**src/verilog/isa_pkg.sv**
```systemverilog
`default_nettype none

package isa_pkg;

    // Major opcodes, every other code decodes as NOP
    typedef enum logic [3:0] {
        OP_NOP  = 4'h0,
        OP_ADD  = 4'h1,
        OP_SUB  = 4'h2,
        OP_XOR  = 4'h3,
        OP_ADDI = 4'h4,
        OP_MUL  = 4'h5
    } opcode_e;

    // ALU function select
    typedef enum logic [1:0] {
        ALU_ADD  = 2'd0,
        ALU_SUB  = 2'd1,
        ALU_XOR  = 2'd2,
        ALU_ADDI = 2'd3
    } alu_op_e;

    // Fixed 16-bit format, rs2 doubles as the ADDI immediate
    typedef struct packed {
        logic [3:0] opcode;
        logic [3:0] rd;
        logic [3:0] rs1;
        logic [3:0] rs2;
    } inst_t;

endpackage

`default_nettype wire

```
**src/verilog/uarch_pkg.sv**
```systemverilog
`default_nettype none

package uarch_pkg;

    localparam int unsigned XLEN      = 32;
    localparam int unsigned ARCH_REGS = 16;
    localparam int unsigned PHYS_REGS = 32;
    localparam int unsigned ROB_DEPTH = 8;
    // Wide enough for the largest supported ROB
    localparam int unsigned ROB_IDX_W = 6;

    typedef logic [$clog2(ARCH_REGS)-1:0] arch_idx_t;
    typedef logic [$clog2(PHYS_REGS)-1:0] prf_idx_t;
    typedef logic [ROB_IDX_W-1:0]         rob_idx_t;
    typedef logic [XLEN-1:0]              xlen_t;

    typedef struct packed {
        logic             is_mul;
        isa_pkg::alu_op_e alu_op;
        logic             rd_wen;
        prf_idx_t         prs1;
        prf_idx_t         prs2;
        logic [3:0]       imm;
        prf_idx_t         prd;
        rob_idx_t         rob_idx;
    } uop_t;

    typedef struct packed {
        logic     valid;
        rob_idx_t rob_idx;
        xlen_t    value;
    } wb_t;

    typedef struct packed {
        logic      valid;
        logic      ready;
        logic      rd_wen;
        arch_idx_t rd_arch;
        prf_idx_t  new_prf;
        prf_idx_t  old_prf;
        xlen_t     value;
    } rob_entry_t;

    typedef struct packed {
        logic      valid;
        logic      rd_wen;
        arch_idx_t rd_arch;
        prf_idx_t  new_prf;
        prf_idx_t  old_prf;
    } disp_t;

    typedef struct packed {
        logic      valid;
        logic      rd_wen;
        arch_idx_t rd_arch;
        prf_idx_t  old_prf;
        xlen_t     value;
    } commit_t;

endpackage

`default_nettype wire

```
**src/verilog/free_list.sv**
```systemverilog
`timescale 1ns/1ps
`default_nettype none

module free_list (
    input  logic                clock,
    input  logic                reset,
    input  logic                pop_i,
    input  logic                push_i,
    input  uarch_pkg::prf_idx_t push_tag_i,
    output uarch_pkg::prf_idx_t tag_o,
    output logic                empty_o
);
    import uarch_pkg::*;

    localparam int unsigned SLOTS = PHYS_REGS - ARCH_REGS;
    localparam int unsigned PTR_W = $clog2(SLOTS);

    prf_idx_t         slots_q [SLOTS];
    logic [PTR_W-1:0] rd_ptr_q;
    logic [PTR_W-1:0] wr_ptr_q;
    logic [PTR_W:0]   count_q;

    assign tag_o   = slots_q[rd_ptr_q];
    assign empty_o = (count_q == '0);

    always_ff @(posedge clock or posedge reset) begin
        if (reset) begin
            // Every tag above the identity mapping starts out free
            for (int i = 0; i < SLOTS; i++) begin
                slots_q[i] <= prf_idx_t'(ARCH_REGS + i);
            end
            rd_ptr_q <= '0;
            wr_ptr_q <= '0;
            count_q  <= (PTR_W+1)'(SLOTS);
        end else begin
            if (pop_i) begin
                rd_ptr_q <= rd_ptr_q + 1'b1;
            end
            if (push_i) begin
                slots_q[wr_ptr_q] <= push_tag_i;
                wr_ptr_q          <= wr_ptr_q + 1'b1;
            end
            count_q <= count_q + (PTR_W+1)'(push_i) - (PTR_W+1)'(pop_i);
        end
    end

endmodule

`default_nettype wire

```
**config.mk**
```make
export PLATFORM = sky130hd
export DESIGN_NAME = free_list
export DESIGN_NICKNAME = d
export VERILOG_FILES = /design/src/verilog/isa_pkg.sv /design/src/verilog/uarch_pkg.sv /design/src/verilog/free_list.sv
export SDC_FILE = /design/constraint.sdc
export NUM_CORES = 1
export LEC_CHECK = 0
export BUFFER_PORTS_ARGS = -buffer_cell sky130_fd_sc_hd__buf_2
export CAP_MARGIN = 40
export CELL_PAD_IN_SITES_DETAIL_PLACEMENT = 0
export CELL_PAD_IN_SITES_GLOBAL_PLACEMENT = 2
export CORE_MARGIN = 4
export CORE_UTILIZATION = 40
export CTS_CLUSTER_SIZE = 10
export DETAILED_ROUTE_END_ITERATION = 8
export PLACE_DENSITY_LB_ADDON = 0.1
export SLEW_MARGIN = 30
export SYNTH_ARGS = -nofsm -noshare
export SYNTH_HDL_FRONTEND = slang
export SYNTH_SLANG_ARGS = --single-unit
```
**constraint.sdc**
```tcl
create_clock -name clock -period 3.9 [get_ports clock]
set_input_delay 0.195 -clock clock [delete_from_list [all_inputs] [get_ports clock]]
set_output_delay 0.195 -clock clock [all_outputs]
set_load 0.01 [all_outputs]
```
==> metrics.cfg <==
[sta]
fin_crit_ns = 2.558
setup_tns_ns = 0
fin_worst_skew_ns = 0.01235
setup_viol = 0
hold_viol = 0
finalCritPeriodShare = 0.6558
fmax_mhz = 391.0
tightest_slew_ns = 0.7494
slew_headroom = 0.5004
maxSlewViolCount = 0
rsz0062_at_grt = false

[cells_and_area]
finalInstanceArea_um2 = 4852
antenna_cells = 0
area_growth_pct = 10.23
multi_input_area_um2 = 1898
num-nets-final = 332
register_area_um2 = 2389
fillers = 968
mostFrequentLayoutCells = mux2_2, dfstp_2, dfrtp_1
layout_commonest_cell = mux2_2
fin_cells = 456
utilization = 0.4496
drive_gt1_frac = 0.5886

[synthesis]
yosys_most_used_dff = dfstp_2
syn_inst = 295
ys_types = 30
syn_avg_cell_area_um2 = 14.92
yosys_register_bits = 93
synthArstFlopShare = 1.000
synth_edf_count = 0
yosysSeqAreaShare = 0.5426
ys_warn_count = 0
syn-cell-area_um2 = 4402
synth.net_count = 316

[placed_design]
placed_area_um2 = 4609
place_congestion = 0.7360
dp_cells = 437
io_buffers = 14
dp_hpwl_mm = 6.209

[drt]
drt_iter0_markers = 107
ant_nets = 0
routed_wl_mm = 9.106
dr_total_vias = 2402
dr.pass1.iters = 4
drc = 0
via_per_inst = 5.268
avgRoutedWirePerCell_um = 19.97

[floorplan]
core_um2 = 10790
initial_core_util = 0.4078
io_pins = 15
die-area_um2 = 12750
die_w_um = 112.9
num_rows = 38
die_h_um = 112.9

[clock_network]
cts_root_buf = clkbuf_8
cts.reportedPaths.clkPinSlew_ns = 0.10
clockBufferDepth = 2
h-tree-depth = 3
cts_sinks = 93
cts_tree = done
clk_latency_ns = 0.36
cts_buffers = 9
cts_resized = 0

[global_routing]
grt.overflow.total = 0
grt_first_pass_wirelength_mm = 15.08
antenna_found_initial = 0
grt_usage = 0.1564
grt_pass1_vias = 2601
grt_max_degree = 44

[critical_path]
cp_max_fo = 16
endpoint_kind = output port
max_stage_delay_ns = 0.84
crit_path_cell_trace = buf_4 -> mux4_2 -> a22oi_1 -> nand3_1 -> buf_2
cp.arrival_ns = 2.36
critPathBufInv = 2
start_kind = register
slowest_stage = dfrtp_1
critPathRequiredTime_ns = 3.70
critPathTopFamily = flip-flops
critPathKind = reg -> out

[status]
status = finished, final reports clean

[pwr]
ir_drop_mv = 0.3025
power_density_nw_per_um2 = 853.2
p_leak_nw = 2.033

[hold_path]
hp-class = in -> reg

[flow_run]
cap_violations = 0

-- power by group --
part	switching, W	total (W)	internal (W)
combinational	0.000649	0.00158	0.000934
clock	0.000348	0.000647	0.000299
sequential	0.000318	0.00191	0.00159
-- final timing paths --
kind | startpoint | cells after the start | endpoint | slack (ns)
worst max-delay path | rd_ptr_q[1]$_DFFE_PP0P_ | 5 | tag_o[4] | 1.34
worst min-delay path | push_i | 2 | wr_ptr_q[0]$_DFFE_PP0P_ | 0.15
worst max register to register | count_q[0]$_DFF_PP0_ | 8 | count_q[4]$_DFF_PP1_ | 2.12
worst min register to register | slots_q[27]$_DFFE_PP0P_ | 1 | slots_q[27]$_DFFE_PP0P_ | 0.50
max in group asynchronous | reset | 5 | slots_q[20]$_DFFE_PP1P_ | 2.78
min in group asynchronous | reset | 3 | count_q[2]$_DFF_PP0_ | 0.29
-- final cells by class --
| class | count | share of cell area |
|---|---|---|
| clock inverters | 7 | 0.01521 |
| repair buffers | 21 | 0.03249 |
| clock buffers | 9 | 0.02553 |
| flip-flops and latches | 93 | 0.4923 |
| multi-input cells | 177 | 0.3912 |
| well taps | 140 | 0.03610 |
| inverters | 9 | 0.007220 |
-- timing repair --
| action | CTS | global route |
|---|---|---|
| hold buffers | 1 | 0 |
| endpoints found under the hold margin | 22 | 0 |
| endpoints found under the setup margin | 0 | 0 |
| buffers inserted | 0 | 0 |
-- registers in the layout (all words and copies together) (netlist names) --
register	count
count_q	5
rd_ptr_q	4
slots_q	80
wr_ptr_q	4
-- metal layers --
layer  up-vias  share of wire  wire length [µm]  GRT usage
met5         -              0                 0          0
met4         0         0.0088                80    0.04167
met3         4          0.029               266    0.03957
met2        33           0.49              4473     0.2468
met1      1269           0.47              4286     0.2166
li1       1096              -                 -          -
-- logic make-up (layout without fill, tap and decap cells) --
| kind of cell | after synthesis | count (layout) | synth area share |
|---|---|---|---|
| xor+xnor | 10 | 10 | 0.01990 |
| mux | 101 | 101 | 0.3104 |
| compound gates | 10 | 10 | 0.01535 |
| simple gates | 44 | 44 | 0.04974 |
| buf+inv | 25 | 46 | 0.02615 |
| flops | 93 | 93 | 0.5426 |
| fa+ha+maj | 12 | 12 | 0.03582 |
-- cells in the mapped netlist, drive strengths merged, types with 2 or more instances --
master	count	area, µm²
nor2b	2	12.51
and2	4	25.02
nand4	2	12.51
mux2	81	912.1
nand3	10	50.05
a21oi	2	10.01
nand2	20	75.07
clkbuf	7	26.28
and3b	2	17.52
inv	9	33.78
buf	9	55.04
ha	11	137.6
dfrtp	44	1101
xor2	5	43.79
mux4	20	454.2
dfstp	49	1287
xnor2	5	43.79
a22oi	5	37.54
-- worst reg2reg max path, stage by stage, from the launching register on --
cell,delay (ns)
dfrtp_1,0.36
inv_1,0.05
ha_1,0.26
inv_1,0.04
ha_1,0.19
fa_1,0.40
a21oi_1,0.16
o21bai_1,0.09
xnor2_1,0.17
-- through the flow --
| step | total power (W) | hold WS [ns] | setup slack [ns] |
|---|---|---|---|
| floorplan | 0.003081 | 0.2821 | 1.366 |
| global placement | 0.003482 | 0.3475 | 1.551 |
| detailed placement | 0.003531 | 0.3425 | 1.524 |
| CTS | 0.004189 | 0.1457 | 1.117 |
| global route | 0.004450 | 0.1442 | 1.179 |
| finish | 0.004140 | 0.1531 | 1.342 |
No activity file was read; power rests on OpenSTA's default activity.
