## config.mk

```make
export PLATFORM = sky130hd
export DESIGN_NAME = rename_decode
export DESIGN_NICKNAME = d
export VERILOG_FILES = /design/src/verilog/isa_pkg.sv /design/src/verilog/uarch_pkg.sv /design/src/verilog/rename_decode.sv
export SDC_FILE = /design/constraint.sdc
export NUM_CORES = 1
export LEC_CHECK = 0
export ABC_AREA = 0
export BUFFER_PORTS_ARGS = -buffer_cell sky130_fd_sc_hd__buf_4
export CAP_MARGIN = 20
export CORE_ASPECT_RATIO = 0.9
export CORE_UTILIZATION = 40
export CTS_CLUSTER_DIAMETER = 120
export DETAILED_ROUTE_END_ITERATION = 12
export PLACE_DENSITY = 0.67
export SETUP_SLACK_MARGIN = 0.05
export SYNTH_ARGS = -nofsm -noshare
export SYNTH_HDL_FRONTEND = slang
export SYNTH_SLANG_ARGS = --single-unit
```

## constraint.sdc

```tcl
create_clock -name clock -period 5.7 [get_ports clock]
set_input_delay 0.285 -clock clock [delete_from_list [all_inputs] [get_ports clock]]
set_output_delay 0.285 -clock clock [all_outputs]
set_load 0.02 [all_outputs]
```

## src/verilog/isa_pkg.sv

```systemverilog
`default_nettype none

package isa_pkg;

    // Major opcodes, every other code decodes as NOP
    typedef enum logic [3:0] {
        OP_NOP  = 4'h0,
        OP_ADD  = 4'h1,
        OP_SUB  = 4'h2,
        OP_XOR  = 4'h3,
        OP_ADDI = 4'h4,
        OP_MUL  = 4'h5
    } opcode_e;

    // ALU function select
    typedef enum logic [1:0] {
        ALU_ADD  = 2'd0,
        ALU_SUB  = 2'd1,
        ALU_XOR  = 2'd2,
        ALU_ADDI = 2'd3
    } alu_op_e;

    // Fixed 16-bit format, rs2 doubles as the ADDI immediate
    typedef struct packed {
        logic [3:0] opcode;
        logic [3:0] rd;
        logic [3:0] rs1;
        logic [3:0] rs2;
    } inst_t;

endpackage

`default_nettype wire

```

## src/verilog/uarch_pkg.sv

```systemverilog
`default_nettype none

package uarch_pkg;

    localparam int unsigned XLEN      = 32;
    localparam int unsigned ARCH_REGS = 16;
    localparam int unsigned PHYS_REGS = 32;
    localparam int unsigned ROB_DEPTH = 8;
    // Wide enough for the largest supported ROB
    localparam int unsigned ROB_IDX_W = 6;

    typedef logic [$clog2(ARCH_REGS)-1:0] arch_idx_t;
    typedef logic [$clog2(PHYS_REGS)-1:0] prf_idx_t;
    typedef logic [ROB_IDX_W-1:0]         rob_idx_t;
    typedef logic [XLEN-1:0]              xlen_t;

    typedef struct packed {
        logic             is_mul;
        isa_pkg::alu_op_e alu_op;
        logic             rd_wen;
        prf_idx_t         prs1;
        prf_idx_t         prs2;
        logic [3:0]       imm;
        prf_idx_t         prd;
        rob_idx_t         rob_idx;
    } uop_t;

    typedef struct packed {
        logic     valid;
        rob_idx_t rob_idx;
        xlen_t    value;
    } wb_t;

    typedef struct packed {
        logic      valid;
        logic      ready;
        logic      rd_wen;
        arch_idx_t rd_arch;
        prf_idx_t  new_prf;
        prf_idx_t  old_prf;
        xlen_t     value;
    } rob_entry_t;

    typedef struct packed {
        logic      valid;
        logic      rd_wen;
        arch_idx_t rd_arch;
        prf_idx_t  new_prf;
        prf_idx_t  old_prf;
    } disp_t;

    typedef struct packed {
        logic      valid;
        logic      rd_wen;
        arch_idx_t rd_arch;
        prf_idx_t  old_prf;
        xlen_t     value;
    } commit_t;

endpackage

`default_nettype wire

```

## src/verilog/rename_decode.sv

```systemverilog
`timescale 1ns/1ps
`default_nettype none

module rename_decode #(
    parameter int unsigned DEPTH = uarch_pkg::ROB_DEPTH
) (
    input  logic                     clock,
    input  logic                     reset,
    input  logic                     inst_valid_i,
    input  isa_pkg::inst_t           inst_i,
    output logic                     inst_ready_o,
    input  uarch_pkg::prf_idx_t      free_tag_i,
    input  logic                     free_empty_i,
    output logic                     free_pop_o,
    input  logic [$clog2(DEPTH)-1:0] alloc_idx_i,
    input  logic                     credit_return_i,
    output uarch_pkg::disp_t         disp_o,
    output logic                     uop_valid_o,
    output uarch_pkg::uop_t          uop_o,
    input  logic                     exec_ready_i
);
    import isa_pkg::*;
    import uarch_pkg::*;

    localparam int unsigned CNT_W = $clog2(DEPTH + 1);

    prf_idx_t         rat_q [ARCH_REGS];
    logic [CNT_W-1:0] credits_q;
    logic             is_mul;
    alu_op_e          alu_op;
    logic             rd_wen;
    logic             out_free;
    logic             accept;
    uop_t             uop_q;
    logic             uop_valid_q;

    always_comb begin
        is_mul = 1'b0;
        alu_op = ALU_ADD;
        rd_wen = 1'b1;
        case (inst_i.opcode)
            OP_ADD:  alu_op = ALU_ADD;
            OP_SUB:  alu_op = ALU_SUB;
            OP_XOR:  alu_op = ALU_XOR;
            OP_ADDI: alu_op = ALU_ADDI;
            OP_MUL:  is_mul = 1'b1;
            // NOP and undefined codes travel as an ALU op with no result
            default: rd_wen = 1'b0;
        endcase
    end

    // Output register is free when empty or handing over this cycle
    assign out_free     = !uop_valid_q || exec_ready_i;
    assign inst_ready_o = (credits_q != '0) && (!rd_wen || !free_empty_i) && out_free;
    assign accept       = inst_valid_i && inst_ready_o;
    assign free_pop_o   = accept && rd_wen;

    // ROB allocation goes together with the rename
    assign disp_o.valid   = accept;
    assign disp_o.rd_wen  = rd_wen;
    assign disp_o.rd_arch = inst_i.rd;
    assign disp_o.new_prf = free_tag_i;
    assign disp_o.old_prf = rat_q[inst_i.rd];

    assign uop_valid_o = uop_valid_q;
    assign uop_o       = uop_q;

    always_ff @(posedge clock or posedge reset) begin
        if (reset) begin
            // Identity mapping
            for (int r = 0; r < ARCH_REGS; r++) begin
                rat_q[r] <= prf_idx_t'(r);
            end
            credits_q   <= CNT_W'(DEPTH);
            uop_valid_q <= 1'b0;
        end else begin
            if (free_pop_o) begin
                rat_q[inst_i.rd] <= free_tag_i;
            end
            credits_q <= credits_q - CNT_W'(accept) + CNT_W'(credit_return_i);
            if (accept) begin
                uop_valid_q <= 1'b1;
            end else if (exec_ready_i) begin
                uop_valid_q <= 1'b0;
            end
        end
    end

    // Sources read the table before this cycle's rename lands
    always_ff @(posedge clock) begin
        if (accept) begin
            uop_q.is_mul  <= is_mul;
            uop_q.alu_op  <= alu_op;
            uop_q.rd_wen  <= rd_wen;
            uop_q.prs1    <= rat_q[inst_i.rs1];
            uop_q.prs2    <= rat_q[inst_i.rs2];
            uop_q.imm     <= inst_i.rs2;
            uop_q.prd     <= free_tag_i;
            uop_q.rob_idx <= rob_idx_t'(alloc_idx_i);
        end
    end

endmodule

`default_nettype wire

```

==> results.tsv <==
metric	value	unit
status	finished, final reports clean	
final.setup.tns	0	ps
die_w	135	microns
htree_levels	3	
synthXorXnorAreaFrac	0.415	%
first_global_vias	4247	
dp_slack	2370	ps
initialDrtViolationCount	321	
cts_resized	0	
cts_hold_buf	0	
path_max_fanout	28	
cp-end-kind	flip-flop	
mostFrequentLayoutCells	buf_4, mux2_2, mux4_2, dfrtp_1, dfstp_2	
final_common_cell	buf_4	
clock_skew	7.67	ps
post_cts_buffers	0	
start_util	41.0	%
fillerInstances	1383	
switchingPower	650	uW
rows	43	
first_pass_iters	4	
crit_top_cell	ha_1	
core-area	0.0154	sq mm
start_kind	flip-flop	
power_leakage	3.07	nW
overflow	0	
crit_required	5990	ps
seqPwrFrac	46.7	%
synthMuxAreaShare	36.2	%
p_comb_share	24.0	%
finalHoldViolCount	0	
gp_congestion	0.859	
path_clk_slew	80	ps
drive_above_1_share	56.8	%
syn_avg_cell_area	14.8	sq um
dp_hpwl	10.7	mm
fin_cells	684	
synthDistinctLibCells	43	
wire_per_inst	22.6	microns
setup_ws	2530	ps
yosys.area_share.simple	7.74	%
swShare	29.4	%
netlist_area	0.00633	sq mm
synth_warnings	0	
max_slew_margin	30.6	%
place_inst	667	
die_y	121	microns
setup_viol	0	
portBuffers	74	
power	2.21	mW
min_period	3170	ps
criticalPathCategory	reg -> reg	
grt_util_all_layers	20.4	%
antenna_found_initial	0	
synth-adder-area-share	1.30	%
ys_seq_elements	111	
drt-total-wl	15.4	mm
rsz0062_at_grt	no	
crit_path_max_incr_delay	710	ps
vdd.ir_drop.worst	0.194	mV
grt_pass1_wl	24.1	mm
synth_top_family_by_area	multiplexers	
design_area	0.00726	sq mm
antenna_cells	0	
ant_nets	0	
power.share.clock	29.2	%
clkSinkCount	111	
arrival	3460	ps
min_period_over_period	55.5	%
ioPinCount	78	
cts_tree	yes	
tightest_slew	1030	ps
holdWs	60.6	ps
die-area	0.0163	sq mm
vias	4137	
intPower	1.56	mW
report.final.slew_viol_count	0	
regArea	0.00295	sq mm
multiInputGateArea	0.00312	sq mm
yosysSeqAreaShare	46.6	%
syn_inst	429	
drc	0	
slowest_stage	and2_2	
cts-buffers-inserted	9	
nets	513	
fmax	316	MHz
synth-compound-area-share	3.54	%
min_path_type	in -> async	
avgViaCountPerCell	6.05	
grt_max_degree	86	
cp_cell_sequence	inv_1 -> ha_1 -> a21o_1 -> a21oi_1 -> and2_2 -> ha_1 -> inv_1 -> ha_1 -> a21o_1 -> a21oi_1 -> xor2_1	
max_cap_viol_count	0	
area_growth	14.6	%
utilization	47.0	%
clk_latency	360	ps
power_density	305	mW/mm^2
placed_area	0.00692	sq mm
clockRootBuffer	clkbuf_16	
clk_path_buf_depth	2	
path summary, 6_finish.rpt:
check / startpoint / endpoint / slack (ps) / depth (start not counted)
max: credits_q[3] / credits_q[3] / 2530 / 11
min: reset / rat_q[62] / 60 / 3
max reg2reg: credits_q[3] / credits_q[3] / 2530 / 11
min reg2reg: rat_q[49] / rat_q[49] / 550 / 1
max in group asynchronous: reset / rat_q[13] / 4960 / 4
min in group clock: alloc_idx_i[1] / uop_o[1] / 100 / 1
cell families (layout without fill, tap and decap cells):
family                     Yosys count  count (layout)
muxes                              140             140
xor gates and xnor gates             3               3
AOI/OAI and AO/OA                   29              29
DFF                                111             111
buffers and inverters               50             101
and+or+nand+nor                     89              89
adders and majority gates            6               6
other                                1               3
layout make-up:
class	instances	share of cell area, %
Tap cell	202	3.48
Clock inverter	5	0.603
Inverter	9	0.483
Clock buffer	11	3.64
Timing Repair Buffer	76	8.14
Sequential cell	111	40.6
Multi-Input combinational cell	270	43.0
flip-flops by register name, indices dropped and copies added, names as in the netlist:
register and count:
credits_q 4, uop_valid_o 1, rat_q 80, uop_o 26
cell usage after synthesis, drive strengths merged:
cell	number	area, sq um
mux2	80	938
mux4	60	1350
dfrtp	52	1300
buf	34	208
dfstp	33	867
nand3	27	135
edfxtp	26	781
a22oi	20	150
nand2	17	63.8
inv	9	33.8
nor2b	8	50.1
nor3	8	50.1
and3	7	43.8
clkbuf	7	26.3
a21oi	5	28.8
ha	5	62.6
nor2	4	15.0
a21o	3	23.8
nand4	3	18.8
and2	2	13.8
nand2b	2	12.5
nand3b	2	15.0
or3b	2	17.5
or4	2	15.0
xor2	2	17.5
and3b	1	10.0
conb	1	3.75
fa	1	20.0
nor3b	1	7.51
nor4	1	6.26
nor4bb	1	10.0
o31ai	1	21.3
or3	1	6.26
xnor2	1	8.76
power groups by stage:
stage | clock network, mW | registers, mW | logic, mW
floorplan | 0 | 1.06 | 0.354
global placement | 0 | 1.04 | 0.512
detailed placement | 0 | 1.05 | 0.532
CTS | 0.663 | 1.03 | 0.537
global route | 0.692 | 1.05 | 0.579
finish | 0.647 | 1.03 | 0.532
layer usage:
layer  track usage (%)  up-vias  part of all wire [%]
met3              4.72       17                   6.7
li1                  -     1752                     -
met5                 0        -                     0
met4              5.69        0                  0.95
met2              33.1      197                    48
met1              27.6     2171                    44
worst max-delay path, delay by kind of cell (launching register included):
kind                     cells  cell delay [ps]
adder cells (fa/ha/maj)      3              730
buffers and inverters        2              110
XOR/XNOR                     1              170
AO/OA/AOI/OAI                4              860
AND/OR/NAND/NOR              1              710
flip-flops                   1              530
(Power assumes the default switching activity.)
